--- src/cluster_consts.svh ---
//////////////////////////////
// sizes and timing shared by RTL and testbench
// NCORES must stay a power of two
//////////////////////////////
`ifndef CLUSTER_CONSTS_SVH
`define CLUSTER_CONSTS_SVH

// word and word-address widths
`define DATA_W 32
`define ADDR_W 8

`define NCORES 2

// cycles a core keeps the bus before a switch is considered
`define ARB_SLICE_CYCLES 6

// busy cycles per memory access
`define DRAM_LATENCY 3
`define DRAM_DEPTH 256

`define OPS_PER_CORE 16
`define SHARED_ADDR 8'h00

`endif

--- src/cluster_pkg.sv ---
//////////////////////////////
// types shared by the cluster blocks
//////////////////////////////
`default_nettype none

`include "cluster_consts.svh"

package cluster_pkg;

    typedef logic [`DATA_W-1:0] word_t;
    typedef logic [`ADDR_W-1:0] paddr_t;

    // index of the core that owns the bus
    typedef logic [$clog2(`NCORES)-1:0] grant_t;

    // ID and HALT are the only states where a core holds no access
    typedef enum logic [2:0] {
        ID,
        RD,
        RDW,
        WR,
        WRW,
        HALT
    } cpustate_t;

    typedef enum logic [1:0] {
        RUN,
        SWITCH,
        SETTLE
    } arb_state_t;

endpackage

`default_nettype wire

--- src/bus_arbiter.sv ---
//////////////////////////////
// two cores only; grant moves at operation boundaries
//////////////////////////////
`timescale 1ns/1ns
`default_nettype none

`include "cluster_consts.svh"

module bus_arbiter import cluster_pkg::*; (
    input  logic      CLK,
    input  logic      RST_X,
    input  logic      start,
    output grant_t    grant,
    input  cpustate_t cpustate0,
    input  cpustate_t cpustate1,
    input  paddr_t    mem_addr0,
    input  paddr_t    mem_addr1,
    input  word_t     mem_wdata0,
    input  word_t     mem_wdata1,
    input  logic      mem_le0,
    input  logic      mem_le1,
    input  logic      mem_we0,
    input  logic      mem_we1,
    output word_t     mem_rdata0,
    output word_t     mem_rdata1,
    output logic      mem_busy0,
    output logic      mem_busy1,
    output paddr_t    dram_addr,
    output word_t     dram_wdata,
    output logic      dram_le,
    output logic      dram_we,
    input  word_t     dram_rdata,
    input  logic      dram_busy
);

    localparam int CNT_W = $clog2(`ARB_SLICE_CYCLES + 1);

    arb_state_t       state;
    logic [CNT_W-1:0] count;
    logic             slice_done;
    cpustate_t        cpustate_g;
    logic             at_boundary;
    logic             hold;
    logic             busy_g;

    assign slice_done  = (count == CNT_W'(`ARB_SLICE_CYCLES));
    assign cpustate_g  = (grant == grant_t'(0)) ? cpustate0 : cpustate1;
    assign at_boundary = (cpustate_g == ID) || (cpustate_g == HALT);

    // once the slice is used up, stop the granted core at its next boundary;
    // an access already in flight still sees the real busy so it can finish
    assign hold   = (state != RUN) || (slice_done && at_boundary);
    assign busy_g = dram_busy || hold;

    always_ff @(posedge CLK) begin
        if (!RST_X) begin
            state <= RUN;
            grant <= '0;
            count <= '0;
        end else if (start) begin
            state <= RUN;
            grant <= '0;
            count <= '0;
        end else begin
            case (state)
                RUN: begin
                    if (!slice_done) begin
                        count <= count + 1'b1;
                    end else if (at_boundary) begin
                        state <= SWITCH;
                    end
                end
                SWITCH: begin
                    // wraps since NCORES is a power of two
                    grant <= grant + grant_t'(1);
                    state <= SETTLE;
                end
                SETTLE: begin
                    // new owner still sees busy for this one cycle
                    count <= '0;
                    state <= RUN;
                end
                default: begin
                    state <= RUN;
                end
            endcase
        end
    end

    // request mux toward memory
    always_comb begin
        if (grant == grant_t'(0)) begin
            dram_addr  = mem_addr0;
            dram_wdata = mem_wdata0;
            dram_le    = mem_le0;
            dram_we    = mem_we0;
        end else begin
            dram_addr  = mem_addr1;
            dram_wdata = mem_wdata1;
            dram_le    = mem_le1;
            dram_we    = mem_we1;
        end
    end

    // response demux, the waiting core always sees busy
    always_comb begin
        if (grant == grant_t'(0)) begin
            mem_rdata0 = dram_rdata;
            mem_busy0  = busy_g;
            mem_rdata1 = '0;
            mem_busy1  = 1'b1;
        end else begin
            mem_rdata1 = dram_rdata;
            mem_busy1  = busy_g;
            mem_rdata0 = '0;
            mem_busy0  = 1'b1;
        end
    end

endmodule

`default_nettype wire

--- config.mk ---
export PLATFORM = sky130hd
export DESIGN_NAME = bus_arbiter
export DESIGN_NICKNAME = d
export VERILOG_FILES = /design/src/cluster_pkg.sv /design/src/bus_arbiter.sv
export VERILOG_INCLUDE_DIRS = /design/src /design/src/src
export SDC_FILE = /design/constraint.sdc
export NUM_CORES = 1
export LEC_CHECK = 0
export ABC_AREA = 1
export BUFFER_PORTS_ARGS = -buffer_cell sky130_fd_sc_hd__buf_2
export CORE_AREA = 2 2 90 92
export DETAILED_ROUTE_END_ITERATION = 6
export DIE_AREA = 0 0 92 94
export PLACE_DENSITY = 0.65
export SYNTH_ARGS = -nofsm -noshare
export SYNTH_HDL_FRONTEND = slang
export SYNTH_SLANG_ARGS = --single-unit
--- constraint.sdc ---
create_clock -name CLK -period 1.25 [get_ports CLK]
set_input_delay 0.0625 -clock CLK [delete_from_list [all_inputs] [get_ports CLK]]
set_output_delay 0.0625 -clock CLK [all_outputs]
set_load 0.02 [all_outputs]
* Word level (Yosys, flattened, before mapping)
Index checks and enable logic that the tools add are counted.
** Word-level totals
- Flip-flop bits (word level) :: 6
- Bits in latches :: 0
- Memory bits (writable) :: 0
- Memory bits (read-only) :: 0
- Input port bits :: 126
- Output and inout bits :: 109
- Memories :: 0
** Cells by class
- $add $sub $neg :: 2
- Multipliers :: 0
- Divide/modulo/power cells :: 0
- $lt $le $gt $ge :: 0
- Equal/unequal tests :: 7
- Shift-type cells :: 0
- Mux-type cells :: 14
- Bitwise logic cells :: 1
- Reduce and logical (&&, ||, !) cells :: 11
** Operator list (number)
- $mux 32 :: 3
- $mux 8 :: 1
- $eq 3x3->1 const B :: 2
- $mux 3 :: 2
- $ne 2x2->1 const B :: 3
- $pmux 3 s2 :: 1
- $mux 1 :: 4
- $mux 2 :: 2
- $pmux 2 s2 :: 1
- $reduce_and 2->1 :: 2
- $reduce_bool 2->1 :: 2
- $add 3x1->3 const B :: 1
- $logic_not 3->1 :: 1
- $logic_or 1x1->1 :: 3
- $eq 2x1->1 const B :: 1
- $eq 2x2->1 const B :: 1
- $logic_not 2->1 :: 1
- $reduce_or 2->1 :: 1
- $add 1x1->1 const B :: 1
- $logic_and 1x1->1 :: 1
- $not 1->1 :: 1

* Logic depth before layout (Yosys ltp)
- Depth after elaboration :: 7
- Gate-level depth with buffers :: 9

* Worst setup path before layout
Ideal clock, no wire load.
- Path kind :: register to output
- Start point :: register grant
- End point :: output mem_rdata0[10]
- Arrival time :: 1.113 ns
- Required time :: 1.188 ns
- Path slack :: 0.074 ns
- Cell stages (with the launch flop) :: 5
- Path buffers :: 3
- Cells stage by stage :: dfxtp_1 -> buf_6 -> buf_4 -> buf_6 -> nor2_1
** On the way
- Word-level cells in the longest chain between the ends :: 1
** Ends and longest elaborated chain
- start: declaration :: line bus_arbiter.sv:13 : output grant_t grant,
- start signal: assignment :: line bus_arbiter.sv:75 : grant <= grant + grant_t'(1);
- $mux 32 :: line bus_arbiter.sv:107 : if (grant == grant_t'(0)) begin
- end: declaration :: line bus_arbiter.sv:24 : output word_t mem_rdata0,
No other way between the ends.

* Worst setup path in the final report
- Start point :: register count[0]
- End point :: output mem_busy0
** On the way
- Word-level cells in the longest chain between the ends :: 5
** Ends and longest elaborated chain
- start: declaration :: line bus_arbiter.sv:39 : logic [CNT_W-1:0] count;
- start signal: assignment :: line bus_arbiter.sv:68 : count <= count + 1'b1;
- $eq 3x3->1 :: line bus_arbiter.sv:46 : assign slice_done = (count == CNT_W'(`ARB_SLICE_CYCLES));
- $logic_and 1x1->1 :: line bus_arbiter.sv:52 : assign hold = (state != RUN) || (slice_done && at_boundary);
- $logic_or 1x1->1 :: line bus_arbiter.sv:52
- $logic_or 1x1->1 :: line bus_arbiter.sv:53 : assign busy_g = dram_busy || hold;
- $mux 1 :: line bus_arbiter.sv:107
- end: declaration :: line bus_arbiter.sv:26 : output logic mem_busy0,
No other way between the ends.

==> flow_metrics.py <==
metrics = {
    "run_status": {
        "outcome": "finished with violations",
        "violations": "negative setup slack",
    },
    "hold_path": {
        "hold_path.class": "input port to register",
        "holdPathStages": 4,
        "whs_endpoint": "state[0]$_SDFFE_PP0P_",
        "hold_start": "start",
    },
    "power": {
        "p_sw_frac": 0.3858,
        "vdd_drop_max_mv": 0.3556,
        "powerDensity_nw_per_um2": 404.5,
        "p_clk_frac": 0.265,
        "power.switching_uw": 466.6,
        "leakagePower_nw": 2.236,
        "share_comb_of_total_power": 0.571,
        "p_int_uw": 742.6,
        "seqPwrFrac": 0.164,
    },
    "timing": {
        "hold_viol_final": 0,
        "rsz0062_at_grt": "yes",
        "setup-tns-final_ns": -0.05540,
        "worst_slew_pin_slew_ns": 0.2621,
        "whs_ns": 0.1311,
        "slew-limit-headroom": 0.8247,
        "fmax_mhz": 783.1,
        "worst_slack_ns": -0.02693,
        "setup_viol": 3,
        "slew_viol_final": 0,
        "fin_crit_ns": 1.277,
        "fin_crit_sh": 1.022,
        "finalClockSkew_ns": 0.005141,
    },
    "die": {
        "rows": 32,
        "core_um2": 7607,
        "die_h_um": 94,
        "initial_core_util": 0.1880,
        "die-area_um2": 8648,
        "die_x_um": 92,
        "io_pins": 235,
    },
    "detailed_routing": {
        "num_vias": 2558,
        "met2_length_um": 3333,
        "routed_wl_um": 6321,
        "drt.antenna.violating_nets": 0,
        "drtIter0Drc": 51,
        "firstDrtPassIters": 4,
        "avgRoutedWirePerCell_um": 9.606,
        "dr.max_layer_used": "met4",
        "viasPerCell": 3.888,
        "wl_met1_um": 2324,
        "wl_met3_um": 608,
        "drc": 0,
    },
    "clock_tree": {
        "cts_tree": "yes",
        "numCtsBuffers": 3,
        "clock_latency_ns": 0.23,
        "clock_path_buffers": 2,
        "htreeDepth": 1,
        "cts-root-buf": "clkbuf_8",
        "clkTransAtPathRegs_ns": 0.04,
        "clkSinkCount": 6,
    },
    "setup_path": {
        "r2r_end": "count[0]$_SDFFE_PP0P_",
        "cpPeakStageDelay_ns": 0.33,
        "r2r_start": "count[0]$_SDFFE_PP0P_",
        "cpMaxStageDelayCell": "dfxtp_2",
        "crit_required_ns": 1.19,
        "worstRegToRegCells": 8,
        "end_kind": "output port",
        "crit_path_frequent_cell": "inv_2",
        "worst-path-max-fanout": 3,
        "critPathArrivalTime_ns": 1.21,
        "rrSetupSlack_ns": 0.03,
        "worstPathCellList": "inv_2, ha_4, inv_2, o21ai_2, nand2_2, nand3_2, buf_6",
        "start_kind": "register",
        "crit_type": "register to output port",
    },
    "yosys": {
        "yosysSeqAreaShare": 0.08399,
        "synth_cells": 328,
        "synth_cell_type_count": 17,
        "synthesis.nets": 456,
        "synthesis.area_um2": 1430,
        "syn_avg_cell_area_um2": 4.360,
        "synth-seq-cells": 6,
        "yosysWarnings": 0,
    },
    "layout": {
        "syn_to_final_growth_pct": 109.0,
        "num-fill-cells": 827,
        "mostFrequentLayoutCell": "buf_2",
        "final_cell_mix": "184 x buf_2, 165 x nand2_1, 75 x inv_1",
        "antenna_cells": 0,
        "nets": 685,
        "layout-drive-gt1-share": 0.4694,
    },
    "global_routing": {
        "antenna_found_initial": 0,
        "grt_pass1_vias": 2359,
        "grt_overflow": 0,
        "grt_pass1_wl_um": 9515,
        "grt_use_total": 0.1289,
        "grt_max_degree": 56,
    },
    "place": {
        "preCtsSetupSlack_ns": 0.05314,
        "gp_congestion": 0.7222,
        "dpl.hpwl_um": 4994,
        "portBuffers": 234,
    },
    "flow_run": {
        "max_cap_viol_count": 0,
    },
}
## kinds of logic (layout without fill, tap and decap cells)
family | count (synthesis) | count (layout) | synth area share
adder cells (fa/ha/maj) | 2 | 2 | 0.01750
flip-flops | 6 | 6 | 0.08399
AND/OR/NAND/NOR | 220 | 220 | 0.5941
buffers and inverters | 95 | 323 | 0.2843
AO/OA/AOI/OAI | 5 | 5 | 0.02012
## power groups by stage
| stage | Combinational (mW) | Clock (mW) | Sequential, mW |
|---|---|---|---|
| final | 0.691 | 0.321 | 0.198 |
| after global routing | 0.756 | 0.336 | 0.198 |
| after CTS | 0.657 | 0.332 | 0.198 |
| after detailed placement | 0.626 | 0 | 0.199 |
| after global placement | 0.617 | 0 | 0.199 |
| after floorplan | 0.290 | 0 | 0.200 |
## critical path, delay by kind of cell, from the launching register on
kind | cells | cell delay (ns)
adder cells (fa/ha/maj) | 1 | 0.13
AO/OA/AOI/OAI | 1 | 0.14
buffers and inverters | 3 | 0.21
AND/OR/NAND/NOR | 2 | 0.17
flip-flops | 1 | 0.33
## how the worst max path moves through the flow
stage          slack, ns                  start  cells past startpoint              to
2_1_floorplan       0.07     grant$_SDFFE_PP0N_                      4  mem_rdata0[10]
3_3_place_gp        0.12  count[0]$_SDFFE_PP0P_                      7       mem_busy1
3_5_place_dp        0.05  count[0]$_SDFFE_PP0P_                      7       mem_busy0
4_1_cts            -0.03  count[0]$_SDFFE_PP0P_                      7       mem_busy0
5_1_grt             -0.1     grant$_SDFFE_PP0N_                      4  dram_wdata[12]
6_report           -0.03  count[0]$_SDFFE_PP0P_                      7       mem_busy0
## routing by layer
metal,vias up,GRT usage
met2,129,0.2696
met3,7,0.02488
met5,-,0
met4,0,0.03856
li1,1362,-
met1,1060,0.1252
## Yosys cell counts
library cell  number  area, um^2
a21oi_1            2       10.01
buf_2             11       55.05
nand2_1          169       634.4
nor2_2             2       12.51
buf_4              1       7.510
nor2_4             1       11.26
nand3b_1           1       7.510
o21ai_2            1       8.760
o21ai_0            2       10.01
inv_2              1       3.750
nand3_1            6       30.03
ha_1               2       25.02
buf_6              4       45.04
nor2_1            41       153.9
inv_4              1       6.260
inv_1             77       289.0
dfxtp_1            6       120.1
## sequential cells by signal, summed over array words and instances, names as in the netlist
register	flops
grant	1
state	2
count	3
## per-stage QoR
stage	power, mW	cells	util	area (um^2)
2_1_floorplan	0.4902	328	-	1430
3_3_place_gp	0.8154	651	0.3530	2685
3_5_place_dp	0.8250	651	0.3530	2685
4_1_cts	1.186	657	0.3738	2844
5_1_grt	1.290	658	0.3929	2989
6_report	1.209	658	0.3929	2989
## repair_timing
action,in CTS,in global routing
buffers inserted,2,0
gates cloned,0,1
hold buffers,0,0
pin swaps,3,2
endpoints found under the setup margin,20,78
gates resized for setup,36,41
## area by class of cell
cell class                 count  area, um^2  share of cell area
inverter                      79       301.5              0.1009
clock buffer                   4       45.04             0.01507
sequential                     6       126.4             0.04228
tap                          102       127.6             0.04270
multi-input combinational    227       935.9              0.3131
timing repair buffer         240        1453              0.4860
(Power assumes the default switching activity.)
