[src/cluster_consts.svh]
//////////////////////////////
// sizes and timing shared by RTL and testbench
// NCORES must stay a power of two
//////////////////////////////
`ifndef CLUSTER_CONSTS_SVH
`define CLUSTER_CONSTS_SVH

// word and word-address widths
`define DATA_W 32
`define ADDR_W 8

`define NCORES 2

// cycles a core keeps the bus before a switch is considered
`define ARB_SLICE_CYCLES 6

// busy cycles per memory access
`define DRAM_LATENCY 3
`define DRAM_DEPTH 256

`define OPS_PER_CORE 16
`define SHARED_ADDR 8'h00

`endif

[src/cluster_pkg.sv]
//////////////////////////////
// types shared by the cluster blocks
//////////////////////////////
`default_nettype none

`include "cluster_consts.svh"

package cluster_pkg;

    typedef logic [`DATA_W-1:0] word_t;
    typedef logic [`ADDR_W-1:0] paddr_t;

    // index of the core that owns the bus
    typedef logic [$clog2(`NCORES)-1:0] grant_t;

    // ID and HALT are the only states where a core holds no access
    typedef enum logic [2:0] {
        ID,
        RD,
        RDW,
        WR,
        WRW,
        HALT
    } cpustate_t;

    typedef enum logic [1:0] {
        RUN,
        SWITCH,
        SETTLE
    } arb_state_t;

endpackage

`default_nettype wire

[src/rmw_core.sv]
//////////////////////////////
// start is taken only in HALT
//////////////////////////////
`timescale 1ns/1ns
`default_nettype none

`include "cluster_consts.svh"

module rmw_core import cluster_pkg::*; #(
    parameter paddr_t BASE_ADDR = 8'h10,
    parameter word_t  INCREMENT = 32'd1
) (
    input  logic      CLK,
    input  logic      RST_X,
    input  logic      start,
    output cpustate_t cpustate,
    output paddr_t    mem_addr,
    output word_t     mem_wdata,
    output logic      mem_le,
    output logic      mem_we,
    input  word_t     mem_rdata,
    input  logic      mem_busy,
    output logic      done
);

    localparam int OP_W = $clog2(`OPS_PER_CORE + 1);

    cpustate_t       state;
    logic [OP_W-1:0] op_idx;
    logic            last_op;
    paddr_t          target;

    assign cpustate = state;
    assign last_op  = (op_idx == OP_W'(`OPS_PER_CORE - 1));

    // even operations hit the shared word, odd ones walk the private region
    assign target = op_idx[0] ? BASE_ADDR + paddr_t'(op_idx >> 1) : `SHARED_ADDR;

    always_ff @(posedge CLK) begin
        if (!RST_X) begin
            state  <= HALT;
            op_idx <= '0;
            mem_le <= 1'b0;
            mem_we <= 1'b0;
            done   <= 1'b0;
        end else begin
            case (state)
                HALT: begin
                    if (start) begin
                        op_idx <= '0;
                        done   <= 1'b0;
                        state  <= ID;
                    end
                end
                ID: begin
                    if (!mem_busy) begin
                        mem_le <= 1'b1;
                        state  <= RD;
                    end
                end
                RD: begin
                    // read pulse lasts one cycle
                    mem_le <= 1'b0;
                    state  <= RDW;
                end
                RDW: begin
                    // rdata is valid in the cycle busy drops
                    if (!mem_busy) begin
                        mem_we <= 1'b1;
                        state  <= WR;
                    end
                end
                WR: begin
                    mem_we <= 1'b0;
                    state  <= WRW;
                end
                WRW: begin
                    if (!mem_busy) begin
                        if (last_op) begin
                            done  <= 1'b1;
                            state <= HALT;
                        end else begin
                            op_idx <= op_idx + 1'b1;
                            state  <= ID;
                        end
                    end
                end
                default: begin
                    state <= HALT;
                end
            endcase
        end
    end

    // address and write data held from issue to completion
    always_ff @(posedge CLK) begin
        if (state == ID && !mem_busy) begin
            mem_addr <= target;
        end
        if (state == RDW && !mem_busy) begin
            mem_wdata <= mem_rdata + INCREMENT;
        end
    end

endmodule

`default_nettype wire

[config.mk]
export PLATFORM = sky130hd
export DESIGN_NAME = rmw_core
export DESIGN_NICKNAME = d
export VERILOG_FILES = /design/src/cluster_pkg.sv /design/src/rmw_core.sv
export VERILOG_INCLUDE_DIRS = /design/src /design/src/src
export SDC_FILE = /design/constraint.sdc
export NUM_CORES = 1
export LEC_CHECK = 0
export BUFFER_PORTS_ARGS = -buffer_cell sky130_fd_sc_hd__buf_2
export CAP_MARGIN = 20
export CORE_MARGIN = 2
export CORE_UTILIZATION = 50
export CTS_CLUSTER_DIAMETER = 30
export DETAILED_ROUTE_END_ITERATION = 8
export PLACE_DENSITY = 0.91
export SLEW_MARGIN = 20
export SYNTH_ARGS = -nofsm -noshare
export SYNTH_HDL_FRONTEND = slang
export SYNTH_SLANG_ARGS = --single-unit
[constraint.sdc]
create_clock -name CLK -period 3.85 [get_ports CLK]
set_clock_uncertainty 0.15 [all_clocks]
set_input_delay 0.77 -clock CLK [delete_from_list [all_inputs] [get_ports CLK]]
set_output_delay 0.77 -clock CLK [all_outputs]
set_load 0.05 [all_outputs]
# [Yosys cells after proc, flatten, opt, wreduce, memory -nomap -nowiden]
# Index checks and enable logic that the tools add are counted.
[classes] n_addsub=3 n_eq_ne=12 mux=17 reduce_logical=12
[op_table] cell="$add 32x1->32 const B" n=1
[op_table] cell="$pmux 3 s6" n=1
[op_table] cell="$mux 3" n=5
[op_table] cell="$mux 5" n=3
[op_table] cell="$ne 2x2->1 const B" n=6
[op_table] cell="$reduce_and 4->1" n=3
[op_table] cell="$pmux 5 s2" n=1
[op_table] cell="$add 5x4->6 const A" n=1
[op_table] cell="$eq 3x2->1 const B" n=2
[op_table] cell="$eq 3x3->1 const B" n=2
[op_table] cell="$pmux 1 s2" n=3
[op_table] cell="$reduce_bool 2->1" n=3
[op_table] cell="$add 5x1->5 const B" n=1
[op_table] cell="$eq 5x4->1 const B" n=1
[op_table] cell="$mux 1" n=4
[op_table] cell="$reduce_and 2->1" n=2
[op_table] cell="$eq 3x1->1 const B" n=1
[op_table] cell="$logic_not 3->1" n=1
[op_table] cell="$logic_and 1x1->1" n=2
[op_table] cell="$logic_not 1->1" n=1
[word_totals] regBits=51 in_bits=36 out_inout_bits=46 elab_cells=51

# [Longest topological paths before layout]
[logic_depth] word_depth=4 depth_mapped=7 depth_no_buf=7

# [Least setup slack after synthesis]
# OpenSTA, ideal clock, no wires.
[synth_path] path_kind="reg2reg" startpoint="register state[1], in the netlist cpustate[1]" endpoint="register mem_wdata[0], enable pin" setup_ps=461 arrival_time_ps=3228 required_time_ps=3239 slack_ps=11 path_stages_with_launch=4 path_buffers=1 period_less_slack_ps=3839 cell_sequence="dfxtp_1 -> clkbuf_1 -> nand2_1 -> nor3_1"
[synth_between] elab_chain_cells=2
[synth_rtl] item="from (decl)" line="rmw_core.sv:28" text="cpustate_t state;"
[synth_rtl] item="from (signal assigned)" line="rmw_core.sv:41" text="state <= HALT;"
[synth_rtl] item="from (signal assigned)" line="rmw_core.sv:52" text="state <= ID;"
[synth_rtl] item="from (signal assigned)" line="rmw_core.sv:58" text="state <= RD;"
[synth_rtl] item="$eq 3x2->1" line="rmw_core.sv:100" text="if (state == RDW && !mem_busy) begin"
[synth_rtl] item="$logic_and 1x1->1" line="rmw_core.sv:100"
[synth_rtl] item="to (signal assigned)" line="rmw_core.sv:101" text="mem_wdata <= mem_rdata + INCREMENT;"
[synth_rtl] item="to (decl)" line="rmw_core.sv:18" text="output word_t mem_wdata,"
# Every way passes these cells.
# A chain may end at the register's enable or synchronous reset.

# [Worst setup path in the final report]
[layout_path] startpoint="register op_idx[0]" endpoint="register op_idx[1]"
[layout_between] elab_chain_cells=4 word_cells_on_any_way=7 classes_between="add/sub: 1; eq/ne: 2; mux: 3; reduce/logical: 1"
[layout_rtl] item="from (decl)" line="rmw_core.sv:29" text="logic [OP_W-1:0] op_idx;"
[layout_rtl] item="from (signal assigned)" line="rmw_core.sv:83" text="op_idx <= op_idx + 1'b1;"
[layout_rtl] item="$add 5x1->5" line="rmw_core.sv:83"
[layout_rtl] item="$mux 5" line="rmw_core.sv:79" text="if (last_op) begin"
[layout_rtl] item="$mux 5" line="rmw_core.sv:78" text="if (!mem_busy) begin"
[layout_rtl] item="$pmux 5 s2" line="rmw_core.sv:47" text="case (state)"
# Several ways; a longest one is shown, not always the timed one. The select of a mux whose other input is x is not followed.

==> impl_metrics.sql <==
INSERT INTO impl_metrics (metric_group, metric, value, unit) VALUES
('power_and_ir_drop', 'power.leakage', '1.13', 'nW'),
('floorplanning', 'standard_cell_row_count', '24', ''),
('synth', 'synth.distinct_cells', '37', ''),
('worst_setup_path', 'worst_ep_required_time', '3900', 'ps'),
('routing', 'route.final.wire_length', '4680', 'um'),
('sta', 'final_critical_path_setup_slack', '1490', 'ps'),
('clock_network', 'path_clk_slew', '80', 'ps'),
('sta', 'final_hold_viol_count', '0', ''),
('routing', 'vias', '1772', ''),
('clock_network', 'cts.hold.buffers_added', '0', ''),
('clock_network', 'cts.path.max_buffers', '2', ''),
('clock_network', 'numCtsBuffers', '5', ''),
('routing', 'final_antenna_net_count', '0', ''),
('routing', 'first_iter_violations', '98', ''),
('global_route', 'grt_pass1_wl', '7610', 'um'),
('cells_and_area', 'final_layout_size_suffix_gt1_share', '33.2', '%'),
('cells_and_area', 'finished_cell_area', '2860', 'um2'),
('cells_and_area', 'instances_no_fill', '335', ''),
('floorplanning', 'horiz_die_dim', '72.3', 'um'),
('cells_and_area', 'layout_commonest_cell', 'sky130_fd_sc_hd__buf_2', ''),
('synth', 'mappedNetlistArea', '2330', 'um2'),
('floorplanning', 'floorplan.die.height', '72.3', 'um'),
('sta', 'fmaxAchievable', '424', 'MHz'),
('cells_and_area', 'final_antenna_diode_count', '0', ''),
('worst_setup_path', 'critical_path_peak_fanout', '9', ''),
('floorplanning', 'initial_utilization', '52.9', '%'),
('synth', 'seq_area_frac_synth', '57.0', '%'),
('cells_and_area', 'nets_final', '321', ''),
('place', 'dpl-instance-area', '2770', 'um2'),
('power_and_ir_drop', 'power-per-cell-area', '356', 'nW/um2'),
('sta', 'final_period_minus_worst_setup_slack', '2360', 'ps'),
('sta', 'setup_viol', '0', ''),
('synth', 'ys_dominant_reg_cell', 'sky130_fd_sc_hd__edfxtp_1', ''),
('clock_network', 'cts_resized', '0', ''),
('place', 'number_of_buffers_added_on_ports', '78', ''),
('global_route', 'overall_global_routing_usage', '19.1', '%'),
('worst_setup_path', 'timing.critical_path.from_type', 'flop', ''),
('place', 'sum_of_net_half_perimeters_after_detailed_placement', '3620', 'um'),
('worst_setup_path', 'critical_path_class', 'reg -> reg', ''),
('sta', 'max_slew.worst_pin.slew', '952', 'ps'),
('clock_network', 'clock_sinks', '48', ''),
('cells_and_area', 'commonest_non_fill_non_tap_cells_in_the_layout', 'sky130_fd_sc_hd__buf_2 (78), sky130_fd_sc_hd__edfxtp_1 (37), sky130_fd_sc_hd__xnor2_1 (19)', ''),
('sta', 'timing.setup.tns', '0', 'ps'),
('sta', 'min_period_over_period', '61.3', '%'),
('flow_run', 'cap_viol_max_count', '0', ''),
('global_route', 'globalRoute.totalOverflow', '0', ''),
('synth', 'syn_inst', '201', ''),
('synth', 'async_flop_share', '0', '%'),
('clock_network', 'cts_root_buffer', 'sky130_fd_sc_hd__clkbuf_8', ''),
('synth', 'syn_area_per_cell', '11.6', 'um2'),
('synth', 'synth.yosys.warnings', '0', ''),
('place', 'dp_cells', '327', ''),
('worst_setup_path', 'end_kind', 'flop', ''),
('worst_setup_path', 'path_common_cell', 'sky130_fd_sc_hd__ha_1', ''),
('sta', 'final-max-slew-violation-count', '0', ''),
('global_route', 'antenna_found_initial', '0', ''),
('floorplanning', 'num_io_pins', '82', ''),
('clock_network', 'cts_tree', 'yes', ''),
('floorplanning', 'die_area', '5230', 'um2'),
('outcome', 'run_status', 'complete, no violations', ''),
('global_route', 'first_global_vias', '1660', ''),
('routing', 'firstDrtPassIters', '4', ''),
('routing', 'drc_viols', '0', ''),
('worst_setup_path', 'crit_path_max_incr_delay', '440', 'ps'),
('worst_setup_path', 'data_arrival_time_at_the_worst_slack_endpoint', '2410', 'ps'),
('clock_network', 'clk_latency', '300', 'ps'),
('routing', 'post_drt_via_cell_ratio', '5.29', ''),
('sta', 'worst_slew_margin_rel', '36.0', '%'),
('worst_setup_path', 'critical_path.cell_chain', 'ha_1, and3_1, ha_1, or3_1, a21oi_1, mux2i_1, nor2_1', ''),
('power_and_ir_drop', 'vdd_drop_max', '177', 'uV'),
('routing', 'routed_wire_length_per_instance', '14.0', 'um'),
('clock_network', 'post-cts-setup-buffer-count', '0', ''),
('place', 'worst_slack_at_placement', '1210', 'ps'),
('worst_setup_path', 'critical_path.slowest_cell', 'sky130_fd_sc_hd__or3_1', ''),
('clock_network', 'cts.htree.levels', '2', ''),
('cells_and_area', 'area_growth', '22.3', '%'),
('synth', 'ys_seq_elements', '48', ''),
('sta', 'grt_setup_unrepaired', 'false', ''),
('floorplanning', 'core_area', '4410', 'um2'),
('global_route', 'grt_max_degree', '33', ''),
('synth', 'count_of_flip_flops_with_a_built_in_enable_after_synthesis', '37', ''),
('min_path', 'hold_path.class', 'reg -> reg', ''),
('place', 'gp_congestion', '0.836', '');
## layer usage
| metal | global-route usage (%) | vias up | share of wire, % |
|---|---|---|---|
| li1 | - | 883 | - |
| met1 | 23.1 | 815 | 41 |
| met2 | 30.9 | 59 | 49 |
| met3 | 6.39 | 15 | 6.9 |
| met4 | 8.81 | 0 | 3.2 |
| met5 | 0 | - | 0 |
## final timing paths
check | startpoint | slack [ps] | cells past startpoint | endpoint
worst max-delay path | op_idx[0]$_SDFFE_PN0P_ | 1490 | 7 | op_idx[1]$_SDFFE_PN0P_
worst max register to register | op_idx[0]$_SDFFE_PN0P_ | 1490 | 7 | op_idx[1]$_SDFFE_PN0P_
worst min-delay path | done$_SDFFE_PN0P_ | 340 | 2 | done$_SDFFE_PN0P_
worst min register to register | done$_SDFFE_PN0P_ | 340 | 2 | done$_SDFFE_PN0P_
## where the power goes
group / total, W / internal, W / switching [W]
registers: 0.000580 / 0.000566 / 0.0000139
logic: 0.000132 / 0.0000427 / 0.0000888
clock network: 0.000305 / 0.000147 / 0.000158
## cell type report
type                            count  area, um2
Inverter                           11       41.3
Sequential cell                    48       1330
Clock buffer                        8       90.1
Multi-Input combinational cell    137        930
Fill cell                         341       1560
Timing Repair Buffer               79        398
Tap cell                           52       65.1
## flip-flops by register name, summed over array words and instances, names as in the netlist
name and flops:
done 1, op_idx 5, mem_wdata 32, cpustate 3, mem_addr 5, mem_le 1
mem_we 1
## metrics by stage
stage	hold slack (ps)	power, W	util (%)
after global placement	329	0.000717	62.6
after detailed placement	323	0.000722	62.6
final	345	0.00102	64.7
after floorplan	340	0.000675	-
after global routing	375	0.00105	64.7
after CTS	343	0.00102	64.7
## cells by family after synthesis
family	Yosys count	synth area share, %
AO/OA/AOI/OAI	14	4.07
XOR/XNOR	33	12.4
adder cells (fa/ha/maj)	3	1.61
buffers and inverters	18	3.70
flip-flops	48	57.0
multiplexers	1	0.429
other	1	0.161
AND/OR/NAND/NOR	83	20.6
## synthesized netlist by cell type (all sizes together), types with 2 or more instances
cell    count  area share [%]
xor2       14             5.3
nand3      13             2.8
a21oi       3            0.64
clkbuf      3            0.48
inv        11             1.8
o21ai       4            0.86
and4        3             1.1
nor2       17             2.7
nor4        5             2.3
edfxtp     37              48
a211oi      2            0.64
or4         2            0.80
nor3        9             2.6
nor3b       3            0.96
nand2b      2            0.54
nand4       9             2.7
xnor2      19             7.1
dfxtp      11             9.4
ha          3             1.6
and3        3            0.80
buf         4             1.4
nand2      11             1.8
and2        5             1.3
## worst max-delay path, delay by kind of cell (launching register included)
kind | cells | cell delay, ps
AOI/OAI and AO/OA | 1 | 310
adders and majority gates | 2 | 480
muxes | 1 | 240
and+or+nand+nor | 3 | 690
DFF | 1 | 390
Power figures use the tool's default switching activity.
